--- src/logic/cpu_isa_pkg.sv ---
package cpu_isa_pkg;

    localparam int data_width = 32;                     // data, address and immediate width

    typedef enum logic [3:0] {
        op_nop,
        op_add,                                         // rd = rs + rt
        op_sub,
        op_and,
        op_or,
        op_xor,
        op_slt,                                         // signed compare, 1 or 0
        op_addi,                                        // rd = rs + imm
        op_lw,                                          // rd = mem[rs + imm]
        op_sw                                           // mem[rs + imm] = rt
    } op_t;

    function automatic logic op_writes_reg(input op_t op);
        return !(op == op_nop || op == op_sw);          // every op but nop and sw has an rd
    endfunction

    function automatic logic op_is_load(input op_t op);
        return op == op_lw;
    endfunction

    function automatic logic op_is_store(input op_t op);
        return op == op_sw;
    endfunction

    function automatic logic op_uses_imm(input op_t op);
        return op == op_addi || op == op_lw || op == op_sw;  // imm replaces operand b
    endfunction

endpackage

--- src/logic/pipe_ctrl_pkg.sv ---
package pipe_ctrl_pkg;

    localparam int hazd_ctrl_width = 2;                 // width of a stage control vector
    localparam int hazd_hold_bit   = 0;                 // stage keeps its contents
    localparam int hazd_no_op_bit  = 1;                 // next stage gets a bubble

    // where an operand comes from
    typedef enum logic [1:0] {
        fwd_input,                                      // value read at issue
        fwd_alu_res,                                    // ex/mem alu result
        fwd_mem_res                                     // write-back data
    } fwd_sel_t;

endpackage

--- src/logic/reg_file.sv ---
`timescale 1ns/1ps

module reg_file
    import cpu_isa_pkg::*;
#(
    parameter int reg_addr_width = 3
) (
    input  logic                      clk,
    input  logic                      rst_n,
    input  logic [reg_addr_width-1:0] rs_idx,
    input  logic [reg_addr_width-1:0] rt_idx,
    output logic [data_width-1:0]     rs_data,
    output logic [data_width-1:0]     rt_data,
    input  logic                      we,               // from the write-back port
    input  logic [reg_addr_width-1:0] wr_idx,
    input  logic [data_width-1:0]     wr_data
);

    logic [data_width-1:0] regs [2**reg_addr_width];

    always_ff @(posedge clk or negedge rst_n) begin
        if (!rst_n) begin
            for (int i = 0; i < 2**reg_addr_width; i++) begin
                regs[i] <= '0;
            end
        end else if (we && wr_idx != '0) begin      // r0 stays zero
            regs[wr_idx] <= wr_data;
        end
    end

    // same-cycle write bypasses into the read ports
    assign rs_data = (rs_idx == '0) ? '0 : (we && wr_idx == rs_idx) ? wr_data : regs[rs_idx];
    assign rt_data = (rt_idx == '0) ? '0 : (we && wr_idx == rt_idx) ? wr_data : regs[rt_idx];

endmodule

--- src/logic/forward_unit.sv ---
`timescale 1ns/1ps

module forward_unit
    import pipe_ctrl_pkg::*;
#(
    parameter int reg_addr_width = 3
) (
    input  logic [reg_addr_width-1:0] ex_rs,            // sources of the op in ex
    input  logic [reg_addr_width-1:0] ex_rt,
    input  logic [reg_addr_width-1:0] mem_rd,           // destination held in ex/mem
    input  logic                      mem_writes_reg,
    input  logic                      mem_is_load,      // load data is not ready in ex/mem
    input  logic                      wb_valid,
    input  logic [reg_addr_width-1:0] wb_reg_idx,
    output fwd_sel_t                  fwd_a,
    output fwd_sel_t                  fwd_b,
    input  logic [reg_addr_width-1:0] mem_rt,           // rt of the store entering ex/mem
    output fwd_sel_t                  store_fwd
);

    // youngest producer wins, ex/mem before write-back
    function automatic fwd_sel_t pick(
        input logic [reg_addr_width-1:0] src,
        input logic [reg_addr_width-1:0] m_rd,
        input logic                      m_wr,
        input logic                      m_ld,
        input logic                      w_vld,
        input logic [reg_addr_width-1:0] w_idx
    );
        if (m_wr && !m_ld && m_rd != '0 && m_rd == src) begin
            return fwd_alu_res;
        end else if (w_vld && w_idx == src) begin   // wb_valid never carries r0
            return fwd_mem_res;
        end
        return fwd_input;
    endfunction

    always_comb begin
        fwd_a     = pick(ex_rs, mem_rd, mem_writes_reg, mem_is_load, wb_valid, wb_reg_idx);
        fwd_b     = pick(ex_rt, mem_rd, mem_writes_reg, mem_is_load, wb_valid, wb_reg_idx);
        store_fwd = pick(mem_rt, mem_rd, mem_writes_reg, mem_is_load, wb_valid, wb_reg_idx);
    end

endmodule

--- src/logic/hazard_unit.sv ---
`timescale 1ns/1ps

module hazard_unit
    import cpu_isa_pkg::*, pipe_ctrl_pkg::*;
#(
    parameter int reg_addr_width = 3
) (
    input  logic                       issue_valid,
    input  logic [reg_addr_width-1:0]  issue_rs,
    input  logic [reg_addr_width-1:0]  issue_rt,
    input  op_t                        ex_op,
    input  logic [reg_addr_width-1:0]  ex_rd,
    input  logic                       mem_busy,        // apb transfer still open
    output logic                       issue_ready,
    output logic [hazd_ctrl_width-1:0] ex_control,
    output logic [hazd_ctrl_width-1:0] mem_control
);

    logic load_use;

    // candidate needs a word the load in ex has not fetched yet
    assign load_use = issue_valid && op_is_load(ex_op) && ex_rd != '0
                      && (ex_rd == issue_rs || ex_rd == issue_rt);

    assign issue_ready = !load_use && !mem_busy;

    always_comb begin
        ex_control  = '0;
        mem_control = '0;
        if (mem_busy) begin
            ex_control[hazd_hold_bit]   = 1'b1;         // freeze ex, keeps a pending load too
            mem_control[hazd_hold_bit]  = 1'b1;         // ex/mem keeps the transfer
            mem_control[hazd_no_op_bit] = 1'b1;         // mem/wb gets bubbles
        end else if (load_use) begin
            ex_control[hazd_no_op_bit]  = 1'b1;         // one bubble behind the load
        end
    end

endmodule

--- src/logic/ex_stage.sv ---
`timescale 1ns/1ps

module ex_stage
    import cpu_isa_pkg::*, pipe_ctrl_pkg::*;
#(
    parameter int reg_addr_width = 3
) (
    input  logic                       clk,
    input  logic                       rst_n,
    input  logic [hazd_ctrl_width-1:0] ex_control,      // hold / bubble from hazard_unit
    input  logic                       issue_fire,      // valid and ready this cycle
    input  op_t                        issue_op,
    input  logic [reg_addr_width-1:0]  issue_rd,
    input  logic [reg_addr_width-1:0]  issue_rs,
    input  logic [reg_addr_width-1:0]  issue_rt,
    input  logic [data_width-1:0]      issue_imm,
    input  logic [data_width-1:0]      rs_data,         // reg_file read at issue
    input  logic [data_width-1:0]      rt_data,
    input  fwd_sel_t                   fwd_a,
    input  fwd_sel_t                   fwd_b,
    input  logic [data_width-1:0]      mem_alu_result,  // ex/mem forwarding source
    input  logic [data_width-1:0]      wb_data,         // write-back forwarding source
    output op_t                        ex_op,
    output logic [reg_addr_width-1:0]  ex_rd,
    output logic [reg_addr_width-1:0]  ex_rs,
    output logic [reg_addr_width-1:0]  ex_rt,
    output logic [data_width-1:0]      ex_alu_result,
    output logic [data_width-1:0]      ex_store_data,   // raw rt, forwarded in ex_mem_reg
    output logic                       ex_no_op
);

    logic [data_width-1:0] rs_val;
    logic [data_width-1:0] rt_val;
    logic [data_width-1:0] imm;
    logic [data_width-1:0] op_a;
    logic [data_width-1:0] op_b_reg;                    // forwarded rt before the imm mux
    logic [data_width-1:0] op_b;

    function automatic logic [data_width-1:0] fwd_mux(
        input fwd_sel_t              sel,
        input logic [data_width-1:0] own,
        input logic [data_width-1:0] alu_res,
        input logic [data_width-1:0] mem_res
    );
        case (sel)
            fwd_alu_res: return alu_res;
            fwd_mem_res: return mem_res;
            default:     return own;
        endcase
    endfunction

    always_ff @(posedge clk or negedge rst_n) begin
        if (!rst_n) begin
            ex_op    <= op_nop;
            ex_rd    <= '0;
            ex_rs    <= '0;
            ex_rt    <= '0;
            ex_no_op <= 1'b1;
        end else if (!ex_control[hazd_hold_bit]) begin
            if (issue_fire && !ex_control[hazd_no_op_bit]) begin
                ex_op    <= issue_op;
                ex_rd    <= issue_rd;
                ex_rs    <= issue_rs;
                ex_rt    <= issue_rt;
                ex_no_op <= 1'b0;
            end else begin                              // bubble, or nothing issued
                ex_op    <= op_nop;
                ex_rd    <= '0;
                ex_rs    <= '0;
                ex_rt    <= '0;
                ex_no_op <= 1'b1;
            end
        end
    end

    always_ff @(posedge clk) begin
        if (ex_control[hazd_hold_bit]) begin
            // wb bubbles during a stall, so keep what was forwarded
            rs_val <= op_a;
            rt_val <= op_b_reg;
        end else if (issue_fire) begin
            rs_val <= rs_data;
            rt_val <= rt_data;
            imm    <= issue_imm;
        end
    end

    always_comb begin
        op_a     = fwd_mux(fwd_a, rs_val, mem_alu_result, wb_data);
        op_b_reg = fwd_mux(fwd_b, rt_val, mem_alu_result, wb_data);
        op_b     = op_uses_imm(ex_op) ? imm : op_b_reg;
        case (ex_op)
            op_add, op_addi,
            op_lw, op_sw: ex_alu_result = op_a + op_b;  // sum is the address for memory ops
            op_sub:       ex_alu_result = op_a - op_b;
            op_and:       ex_alu_result = op_a & op_b;
            op_or:        ex_alu_result = op_a | op_b;
            op_xor:       ex_alu_result = op_a ^ op_b;
            op_slt:       ex_alu_result = {{(data_width-1){1'b0}}, $signed(op_a) < $signed(op_b)};
            default:      ex_alu_result = '0;
        endcase
    end

    assign ex_store_data = rt_val;

endmodule

--- src/logic/ex_mem_reg.sv ---
`timescale 1ns/1ps

module ex_mem_reg
    import cpu_isa_pkg::*, pipe_ctrl_pkg::*;
#(
    parameter int reg_addr_width = 3
) (
    input  logic                       clk,
    input  logic                       rst_n,
    input  logic [hazd_ctrl_width-1:0] hazard_control,  // hold keeps a pending transfer
    input  logic                       ex_no_op,
    input  op_t                        ex_op,
    input  logic [reg_addr_width-1:0]  ex_rd,
    input  logic [data_width-1:0]      ex_alu_result,
    input  logic [data_width-1:0]      ex_store_data,   // rt as read at issue
    input  fwd_sel_t                   store_data_select,
    input  logic [data_width-1:0]      mem_alu_result_prev,  // our own result, fed back
    input  logic [data_width-1:0]      wb_reg_write_data,
    output logic                       mem_no_op,
    output op_t                        mem_op,
    output logic [reg_addr_width-1:0]  mem_rd,
    output logic [data_width-1:0]      mem_alu_result,  // apb address, forwarding source
    output logic [data_width-1:0]      mem_store_data   // apb write data
);

    always_ff @(posedge clk or negedge rst_n) begin
        if (!rst_n) begin
            mem_no_op <= 1'b1;
            mem_op    <= op_nop;
            mem_rd    <= '0;
        end else if (!hazard_control[hazd_hold_bit]) begin
            mem_no_op <= hazard_control[hazd_no_op_bit] | ex_no_op;
            mem_op    <= ex_op;
            mem_rd    <= ex_rd;
        end
    end

    always_ff @(posedge clk) begin
        if (!hazard_control[hazd_hold_bit]) begin
            mem_alu_result <= ex_alu_result;
            case (store_data_select)
                fwd_alu_res: mem_store_data <= mem_alu_result_prev;
                fwd_mem_res: mem_store_data <= wb_reg_write_data;
                default:     mem_store_data <= ex_store_data;
            endcase
        end
    end

endmodule

--- src/logic/mem_stage.sv ---
`timescale 1ns/1ps

module mem_stage
    import cpu_isa_pkg::*, pipe_ctrl_pkg::*;
#(
    parameter int reg_addr_width = 3,
    parameter int apb_addr_width = 12
) (
    input  logic                       clk,
    input  logic                       rst_n,
    input  logic [hazd_ctrl_width-1:0] hazard_control,  // no-op puts a bubble into mem/wb
    input  logic                       mem_no_op,
    input  op_t                        mem_op,
    input  logic [reg_addr_width-1:0]  mem_rd,
    input  logic [data_width-1:0]      mem_alu_result,
    input  logic [data_width-1:0]      mem_store_data,
    output logic                       psel,
    output logic                       penable,
    output logic                       pwrite,
    output logic [apb_addr_width-1:0]  paddr,
    output logic [data_width-1:0]      pwdata,
    input  logic [data_width-1:0]      prdata,
    input  logic                       pready,
    output logic                       mem_busy,
    output logic                       wb_valid,
    output logic [reg_addr_width-1:0]  wb_reg_idx,
    output logic [data_width-1:0]      wb_data
);

    typedef enum logic [1:0] {
        idle,
        setup,
        access
    } apb_state_t;

    apb_state_t state_q;                                // holds only idle or access
    apb_state_t phase;                                  // apb phase of this cycle
    logic       mem_req;

    assign mem_req = !mem_no_op && (op_is_load(mem_op) || op_is_store(mem_op));

    // setup is the first cycle a memory op sits in ex/mem
    always_comb begin
        if (state_q == access) begin
            phase = access;
        end else if (mem_req) begin
            phase = setup;
        end else begin
            phase = idle;
        end
    end

    always_ff @(posedge clk or negedge rst_n) begin
        if (!rst_n) begin
            state_q <= idle;
        end else if (phase == setup) begin
            state_q <= access;
        end else if (phase == access && pready) begin
            state_q <= idle;                            // ex/mem moves on this edge
        end
    end

    assign psel     = phase != idle;
    assign penable  = phase == access;
    assign pwrite   = psel && op_is_store(mem_op);
    assign paddr    = mem_alu_result[apb_addr_width-1:0];  // low address bits only
    assign pwdata   = mem_store_data;
    assign mem_busy = phase == setup || (phase == access && !pready);

    always_ff @(posedge clk or negedge rst_n) begin
        if (!rst_n) begin
            wb_valid <= 1'b0;
        end else if (hazard_control[hazd_no_op_bit]) begin
            wb_valid <= 1'b0;
        end else if (!hazard_control[hazd_hold_bit]) begin
            wb_valid <= !mem_no_op && op_writes_reg(mem_op) && mem_rd != '0;  // r0 never shown
        end
    end

    always_ff @(posedge clk) begin
        if (!hazard_control[hazd_no_op_bit] && !hazard_control[hazd_hold_bit]) begin
            wb_reg_idx <= mem_rd;
            wb_data    <= op_is_load(mem_op) ? prdata : mem_alu_result;
        end
    end

endmodule

--- src/logic/exec_backend.sv ---
`timescale 1ns/1ps

module exec_backend
    import cpu_isa_pkg::*, pipe_ctrl_pkg::*;
#(
    parameter int reg_addr_width = 3,                   // 8 registers
    parameter int apb_addr_width = 12
) (
    input  logic                      clk,
    input  logic                      rst_n,
    input  logic                      issue_valid,
    output logic                      issue_ready,
    input  op_t                       issue_op,
    input  logic [reg_addr_width-1:0] issue_rd,
    input  logic [reg_addr_width-1:0] issue_rs,
    input  logic [reg_addr_width-1:0] issue_rt,
    input  logic [data_width-1:0]     issue_imm,
    output logic                      psel,
    output logic                      penable,
    output logic                      pwrite,
    output logic [apb_addr_width-1:0] paddr,
    output logic [data_width-1:0]     pwdata,
    input  logic [data_width-1:0]     prdata,
    input  logic                      pready,
    output logic                      wb_valid,
    output logic [reg_addr_width-1:0] wb_reg_idx,
    output logic [data_width-1:0]     wb_data
);

    logic [hazd_ctrl_width-1:0] ex_control;
    logic [hazd_ctrl_width-1:0] mem_control;
    logic                       issue_fire;
    logic [data_width-1:0]      rs_data;
    logic [data_width-1:0]      rt_data;
    fwd_sel_t                   fwd_a;
    fwd_sel_t                   fwd_b;
    fwd_sel_t                   store_fwd;
    op_t                        ex_op;
    logic [reg_addr_width-1:0]  ex_rd;
    logic [reg_addr_width-1:0]  ex_rs;
    logic [reg_addr_width-1:0]  ex_rt;
    logic [data_width-1:0]      ex_alu_result;
    logic [data_width-1:0]      ex_store_data;
    logic                       ex_no_op;
    logic                       mem_no_op;
    op_t                        mem_op;
    logic [reg_addr_width-1:0]  mem_rd;
    logic [data_width-1:0]      mem_alu_result;
    logic [data_width-1:0]      mem_store_data;
    logic                       mem_busy;
    logic                       mem_writes_reg;
    logic                       mem_is_load;

    assign issue_fire     = issue_valid && issue_ready;
    assign mem_writes_reg = !mem_no_op && op_writes_reg(mem_op);
    assign mem_is_load    = op_is_load(mem_op);

    reg_file #(.reg_addr_width(reg_addr_width)) u_reg_file (
        .clk, .rst_n,
        .rs_idx(issue_rs), .rt_idx(issue_rt),
        .rs_data, .rt_data,
        .we(wb_valid), .wr_idx(wb_reg_idx), .wr_data(wb_data)  // write-back drives the write port
    );

    forward_unit #(.reg_addr_width(reg_addr_width)) u_forward_unit (
        .ex_rs, .ex_rt, .mem_rd, .mem_writes_reg, .mem_is_load,
        .wb_valid, .wb_reg_idx, .fwd_a, .fwd_b,
        .mem_rt(ex_rt),                                 // the store leaving ex
        .store_fwd
    );

    hazard_unit #(.reg_addr_width(reg_addr_width)) u_hazard_unit (
        .issue_valid, .issue_rs, .issue_rt, .ex_op, .ex_rd, .mem_busy,
        .issue_ready, .ex_control, .mem_control
    );

    ex_stage #(.reg_addr_width(reg_addr_width)) u_ex_stage (
        .clk, .rst_n, .ex_control, .issue_fire,
        .issue_op, .issue_rd, .issue_rs, .issue_rt, .issue_imm,
        .rs_data, .rt_data, .fwd_a, .fwd_b, .mem_alu_result, .wb_data,
        .ex_op, .ex_rd, .ex_rs, .ex_rt, .ex_alu_result, .ex_store_data, .ex_no_op
    );

    ex_mem_reg #(.reg_addr_width(reg_addr_width)) u_ex_mem_reg (
        .clk, .rst_n, .hazard_control(mem_control),
        .ex_no_op, .ex_op, .ex_rd, .ex_alu_result, .ex_store_data,
        .store_data_select(store_fwd),
        .mem_alu_result_prev(mem_alu_result),
        .wb_reg_write_data(wb_data),
        .mem_no_op, .mem_op, .mem_rd, .mem_alu_result, .mem_store_data
    );

    mem_stage #(
        .reg_addr_width(reg_addr_width),
        .apb_addr_width(apb_addr_width)
    ) u_mem_stage (
        .clk, .rst_n, .hazard_control(mem_control),
        .mem_no_op, .mem_op, .mem_rd, .mem_alu_result, .mem_store_data,
        .psel, .penable, .pwrite, .paddr, .pwdata, .prdata, .pready,
        .mem_busy, .wb_valid, .wb_reg_idx, .wb_data
    );

endmodule

--- config.mk ---
export PLATFORM = sky130hd
export DESIGN_NAME = exec_backend
export DESIGN_NICKNAME = d
export VERILOG_FILES = /design/src/logic/cpu_isa_pkg.sv /design/src/logic/pipe_ctrl_pkg.sv /design/src/logic/reg_file.sv /design/src/logic/forward_unit.sv /design/src/logic/hazard_unit.sv /design/src/logic/ex_stage.sv /design/src/logic/ex_mem_reg.sv /design/src/logic/mem_stage.sv /design/src/logic/exec_backend.sv
export SDC_FILE = /design/constraint.sdc
export NUM_CORES = 1
export LEC_CHECK = 0
export BUFFER_PORTS_ARGS = -buffer_cell sky130_fd_sc_hd__buf_2
export CORE_MARGIN = 10
export CORE_UTILIZATION = 44
export DETAILED_ROUTE_END_ITERATION = 8
export PLACE_DENSITY = 0.69
export SETUP_SLACK_MARGIN = 0.15
export SLEW_MARGIN = 20
export SYNTH_ARGS = -nofsm -noshare
export SYNTH_HDL_FRONTEND = slang
export SYNTH_HIERARCHICAL = 1
export SYNTH_SLANG_ARGS = --single-unit
--- constraint.sdc ---
create_clock -name clk -period 4.8 [get_ports clk]
set_input_delay 0.48 -clock clk [delete_from_list [all_inputs] [get_ports clk]]
set_output_delay 0.48 -clock clk [all_outputs]
set_load 0.02 [all_outputs]
== Word-level counts from Yosys, hierarchy flattened ==
Cells that the tools add are included.
Widths: inputs -> output; s select.
Word-level totals
  register bits after elaboration: 476
  input port bits: 81
  output and inout bits: 84
  word-level logic and storage cells: 163
Cells by class
  add/sub/neg operators: 2
  order comparisons: 5
  eq/ne operators: 27
  muxes and demuxes: 47
  bitwise gates (word level): 8
  reductions and logical operators: 49
Operator list (count)
  $mux 32: 15
  $bwmux 256: 1
  $bmux 32 s3: 2
  $pmux 32 s6: 1
  $pmux 32 s2: 2
  $demux 32 s3: 1
  $add 32x32->32: 1
  $and 32x32->32: 1
  $lt 32x32->1: 1
  $or 32x32->32: 1
  $sub 32x32->32: 1
  $xor 32x32->32: 1
  $eq 3x3->1: 8
  $logic_and 1x1->1: 23
  $mux 2: 10
  $eq 4x3->1 const B: 4
  $eq 4x4->1 const B: 4
  $ge 4x4->1 const B: 3
  $not 3->4: 3
  $mux 1: 11
  $logic_not 1->1: 9
  $mux 3: 3
  $reduce_bool 3->1: 3
  $eq 2x2->1 const B: 4
  14 further kinds: 25

== Longest topological paths before layout ==
  depth after elaboration: 14
  depth in mapped cells: 23
  depth with buffers taken out: 21

== Hierarchy ==
The synthesis kept the hierarchy.
By module, submodules not included
  reg_file: instances 1, cells each 1052, area each 12493.2 µm², sequential area each 5605.4 µm²
  ex_stage: instances 1, cells each 1311, area each 11120.7 µm², sequential area each 3234.4 µm²
  ex_mem_reg: instances 1, cells each 197, area each 2860.2 µm², sequential area each 2123.3 µm²
  mem_stage: instances 1, cells each 131, area each 2074.5 µm², sequential area each 1101.1 µm²
  forward_unit: instances 1, cells each 32, area each 254.0 µm², sequential area each 0.0 µm²
  hazard_unit: instances 1, cells each 16, area each 121.4 µm², sequential area each 0.0 µm²
  exec_backend: instances 1, cells each 5, area each 32.5 µm², sequential area each 0.0 µm²

== Worst setup path after synthesis ==
No wires, ideal clock.
  path kind: reg-to-reg
  start point: reg u_ex_mem_reg.mem_op[0]
  end point: reg u_ex_mem_reg.mem_alu_result[26], data pin
  library setup time: 0.261 ns
  arrival: 4.871 ns
  data required time: 4.539 ns
  setup slack: -0.332 ns
  stages on the path, launching flop included: 22
  path buffers: 2
  clock period less this slack: 5.132 ns
  path through: dfrtp_1 > nor4b_1 > nor3b_4 > and2_1 > inv_1 > ha_1 > clkbuf_1 > clkbuf_1 > nand2_1 > o21ai_0 > nor2b_1 > a21o_1 > ha_1 > fa_1 > o21ba_1 > or4_1 > and4b_4 > or2_4 > o211a_4 > o41ai_4 > o21ai_1 > a221o_1
On the way
  elaborated cells between the ends (all ways): 30
  classes of those cells: 2 x add/sub; 6 x eq/ne; 10 x mux; 3 x bitwise; 9 x reduce/logical
RTL lines
  start: declaration: line ex_mem_reg.sv:20  | output op_t mem_op,
  start signal: assignment: line ex_mem_reg.sv:29  | mem_op <= op_nop;
  start signal: assignment: line ex_mem_reg.sv:33  | mem_op <= ex_op;
  $eq 4x4->1 (*): line cpu_isa_pkg.sv:23  | return op == op_lw;
  net mem_is_load: line exec_backend.sv:52  | logic mem_is_load;
  $logic_not 1->1 (*): line forward_unit.sv:30  | if (m_wr && !m_ld && m_rd != '0 && m_rd == src) begin
  $logic_and 1x1->1 (*) (3 in a row): line forward_unit.sv:30
  $mux 2 or $mux 1 (tied branches): line forward_unit.sv:30
  $mux 2 (*): line forward_unit.sv:35  | return fwd_input;
  net fwd_b[0]: line exec_backend.sv:36  | fwd_sel_t fwd_b;
  $eq 2x2->1 or $eq 2x1->1 (tied branches): line ex_stage.sv:45  | case (sel)
  $pmux 32 s2 (*): line ex_stage.sv:45
  $mux 32 (*): line ex_stage.sv:91  | op_b = op_uses_imm(ex_op) ? imm : op_b_reg;
  $sub 32x32->32 (tied with other cells): line ex_stage.sv:95  | op_sub: ex_alu_result = op_a - op_b;
  $pmux 32 s6 (*): line ex_stage.sv:92  | case (ex_op)
  net ex_alu_result[26]: line exec_backend.sv:42  | logic [data_width-1:0] ex_alu_result;
  end signal: assignment: line ex_mem_reg.sv:40  | mem_alu_result <= ex_alu_result;
  end: declaration: line ex_mem_reg.sv:22  | output logic [data_width-1:0] mem_alu_result,
The timed path passes the listed nets; every way through them passes the cells marked *.
A chain may end at the register's enable or synchronous reset.

== Final worst setup path ==
  start point: reg u_ex_mem_reg.mem_op[0]
  end point: reg u_ex_mem_reg.mem_alu_result[31], data pin
On the way
  word-level cells in the longest chain between the ends: 14
  elaborated cells between the ends (all ways): 30
  classes of those cells: 2 x add/sub; 6 x eq/ne; 10 x mux; 3 x bitwise; 9 x reduce/logical
Ends and longest elaborated chain
  $eq 4x4->1 or $logic_not 4->1 (tied branches): line cpu_isa_pkg.sv:19  | return !(op == op_nop || op == op_sw);
  $logic_or 1x1->1 (*): line cpu_isa_pkg.sv:19
  $logic_not 1->1 (*): line cpu_isa_pkg.sv:19
  $logic_and 1x1->1 (*): line exec_backend.sv:55  | assign mem_writes_reg = !mem_no_op && op_writes_reg(mem_op);
  net mem_writes_reg: line exec_backend.sv:51  | logic mem_writes_reg;
  $logic_and 1x1->1 (*) (3 in a row): line forward_unit.sv:30
  $mux 2 or $mux 1 (tied branches): line forward_unit.sv:30
  $mux 2 (*): line forward_unit.sv:35
  net fwd_b[0]: line exec_backend.sv:36
  $eq 2x2->1 or $eq 2x1->1 (tied branches): line ex_stage.sv:45
  $pmux 32 s2 (*): line ex_stage.sv:45
  $mux 32 (*): line ex_stage.sv:91
  $sub 32x32->32 (tied with other cells): line ex_stage.sv:95
  $pmux 32 s6 (*): line ex_stage.sv:92
  net ex_alu_result[31]: line exec_backend.sv:42
Marked as above.

==> results.tsv <==
stage	metric	value	unit
critical_path	r2r_slack	-0.23	ns
power	peakVddDrop	0.473	mV
floorplanning	initial_core_util	44.7	%
clocking	root_buffer	clkbuf_16	
route	via_count	25700	
clocking	cts_sinks	443	
critical_path	worstPathMaxFanout	8	
yosys	muxShareOfSynthArea	15.3	%
sta	worst_slew_pin_slew	1.11	ns
yosys	ys_ff_latch	443	
route	wl_per_cell	27.0	um
sta	slew_violations	0	
yosys	synth_seq_area_share	41.7	%
power	power.switching	0.0145	W
sta	setup_ws	-0.227	ns
clocking	cts_tree	built	
clocking	clk_latency	0.63	ns
floorplanning	placementRows	93	
worst_hold_path	holdCritPathClass	in2reg	
critical_path	worstPathArrival	5.39	ns
run_status	status	complete, but fails checks	
power	swShare	44.5	%
floorplanning	die_w	277	um
final_layout	fillers	5446	
yosys	synth.distinct_cells	106	
route	drtIter0Drc	3123	
global_route	grt_overflow	0	
power	clock_power_share	12.7	%
floorplanning	fp.dieH	277	um
floorplanning	die_area	0.0765	mm^2
route	vias_per_cell	6.40	
yosys	synth_top_area_share	21.3	%
yosys	synth_top_family_by_area	compound AO/OA/AOI/OAI gates	
global_route	grtUsageTotal	26.7	%
sta	relSlewSlack	25.8	%
place	post-place-ws	-0.256	ns
sta	finClkSkew	0.0247	ns
final_layout	final_common_cell	buf_4	
sta	whs	0.0312	ns
yosys	synthAdderAreaFrac	4.89	%
sta	period_minus_slack	5.03	ns
yosys	synth_enable_flop_cells	195	
run_status	violations	negative setup slack	
floorplanning	fp.coreArea	0.0648	mm^2
global_route	antenna_found_initial	4	
sta	hold_viol	0	
place	dpl.hpwl	70800	um
global_route	grt_pass1_wl	161000	um
route	ant_nets	0	
yosys	synthTopCellsByArea	dfrtp_1, edfxtp_1, mux2_2	
critical_path	startpoint_type	register	
yosys	synth_nets	2937	
route	remaining_drc_errors	0	
clocking	path_clk_slew	0.06	ns
sta	max_freq	199	MHz
global_route	grt_pass1_vias	25700	
yosys	async_reset_ff_share	56.0	%
critical_path	worstSetupPathType	reg2reg	
power	leakagePower	15.7	nW
power	p_seq_share	23.2	%
final_layout	fin_nets	3304	
yosys	synth_compound_area_share	22.0	%
place	numPortBuffers	164	
critical_path	cp.required	5.16	ns
route	routed_wl	108000	um
global_route	grt_max_degree	113	
floorplanning	ios	165	
job	maxCapViolCount	0	
critical_path	crit_path_end_kind	register	
sta	finalSetupViolCount	18	
route	drtPass1Iterations	5	
sta	fin_crit_sh	105	%
yosys	synthesis.area	0.0290	mm^2
sta	fin_setup_tns	-2.24	ns
yosys	yosys.area.top_type	dfrtp_1	
power	comb_power_share	64.0	%
final_layout	area_delta_synth_final	23.1	%
yosys	syn_inst	2744	
yosys	synth_xor_area_share	1.02	%
power	internal-power	0.0181	W
clocking	numCtsBuffers	51	
sta	rsz0062_at_grt	yes	
clocking	htree_levels	2	
yosys	ys.flop_type	dfrtp_1	
final_layout	drive_gt1_share	36.9	%
clocking	cts_buffer_depth	3	
yosys	avgSynthCellArea	10.6	um^2
yosys	yosysWarnings	6	
yosys	yosys.area_share.simple	8.61	%
power	cellPowerDensity	916	mW/mm^2
final_layout	final_cell_mix	buf_4, mux2_2, dfrtp_1	
place	gp_congestion	0.939	
[layer usage]
| layer | track usage, % | vias to the layer above | routed length, um |
|---|---|---|---|
| met4 | 10.6 | 2 | 4190 |
| met1 | 34.8 | 12700 | 43400 |
| met2 | 41.7 | 1595 | 49000 |
| li1 | - | 11100 | - |
| met3 | 7.04 | 307 | 11800 |
| met5 | 0 | - | 19 |
[what timing repair did]
| action | CTS | global route |
|---|---|---|
| setup endpoints to repair | 23 | 27 |
| gates resized for setup | 167 | 62 |
| cloned | 7 | 0 |
| buffers inserted | 56 | 13 |
| hold endpoints to repair | 65 | 0 |
| hold buffers | 1 | 0 |
| pin swaps | 31 | 32 |
[path summary, 6_finish.rpt]
path                                                   end  depth (start not counted)                   start
min in group asynchronous              u_reg_file/regs[92]                          2                   rst_n
max                        u_ex_mem_reg/mem_alu_result[31]                         21  u_ex_mem_reg/mem_op[0]
max in group asynchronous              u_reg_file/regs[71]                          3                   rst_n
max reg2reg                u_ex_mem_reg/mem_alu_result[31]                         21  u_ex_mem_reg/mem_op[0]
min reg2reg                            u_ex_stage/ex_no_op                          2     u_ex_stage/ex_no_op
min                                      u_ex_stage/imm[5]                          1            issue_imm[5]
[through the flow]
stage / power [W] / std cells / instance area [um^2] / util [%]
global placement: 0.0251 / 3836 / 32200 / 49.6
floorplan: 0.0177 / 2744 / 29000 / -
CTS: 0.0313 / 3996 / 35300 / 54.4
finish: 0.0326 / 4011 / 35600 / 55.0
detailed placement: 0.0254 / 3836 / 32200 / 49.6
global route: 0.0343 / 4009 / 35600 / 55.0
[synthesized netlist by cell type, types with 95 or more instances]
cell type and count:
o21ai_0 138, nand2_1 196, clkbuf_1 98, dfrtp_1 246, ha_1 110, a21oi_1 121, o22a_1 95, inv_1 115
edfxtp_1 195, mux2_2 285, nor2_1 124, a22oi_1 97
[registers in the layout, summed over array words and instances (netlist names), 4 cells and up]
signal / count
u_ex_stage/imm: 32
u_ex_mem_reg/mem_alu_result: 32
u_reg_file/regs: 224
u_mem_stage/wb_data: 32
u_ex_mem_reg/mem_op: 4
u_ex_mem_reg/mem_store_data: 32
u_ex_stage/ex_store_data: 32
u_ex_stage/ex_op: 4
u_ex_stage/rs_val: 32
[power groups by stage]
stage | Combinational (W) | Clock (W) | Sequential (W)
6_report | 0.0209 | 0.00416 | 0.00759
3_5_place_dp | 0.0178 | 0 | 0.00753
5_1_grt | 0.0223 | 0.00437 | 0.00772
4_1_cts | 0.0197 | 0.00420 | 0.00749
3_3_place_gp | 0.0176 | 0 | 0.00744
2_1_floorplan | 0.0105 | 0 | 0.00723
[logic make-up after synthesis]
family	count (synthesis)
fa+ha+maj	112
mux	391
buf+inv	377
simple gates	514
xor+xnor	32
compound gates	875
flops	443
[critical path: stages, from the launching register on]
cell     delay [ns]
dfrtp_2        0.45
xnor2_2        0.14
a21oi_1        0.13
nor3b_4        0.31
and2_4         0.21
inv_2          0.05
ha_4           0.30
buf_12         0.15
buf_16         0.14
a21oi_4        0.18
nor2_2         0.04
a21o_1         0.21
inv_1          0.14
ha_1           0.18
nor2b_1        0.21
o311a_1        0.25
o31ai_4        0.09
or4_4          0.58
a21oi_4        0.30
a31oi_4        0.14
a211o_1        0.27
a221o_1        0.30
[final cells by class]
class | instances | area [um^2] | share of cell area, %
sequential | 443 | 12100 | 33.9
timing repair buffer | 575 | 4310 | 12.1
antenna | 2 | 5.00 | 0.0140
inverter | 116 | 435 | 1.22
clock buffer | 72 | 1500 | 4.21
multi-input combinational | 1924 | 16000 | 44.8
clock inverter | 24 | 287 | 0.804
tap | 855 | 1070 | 3.00
(Power assumes the default switching activity.)
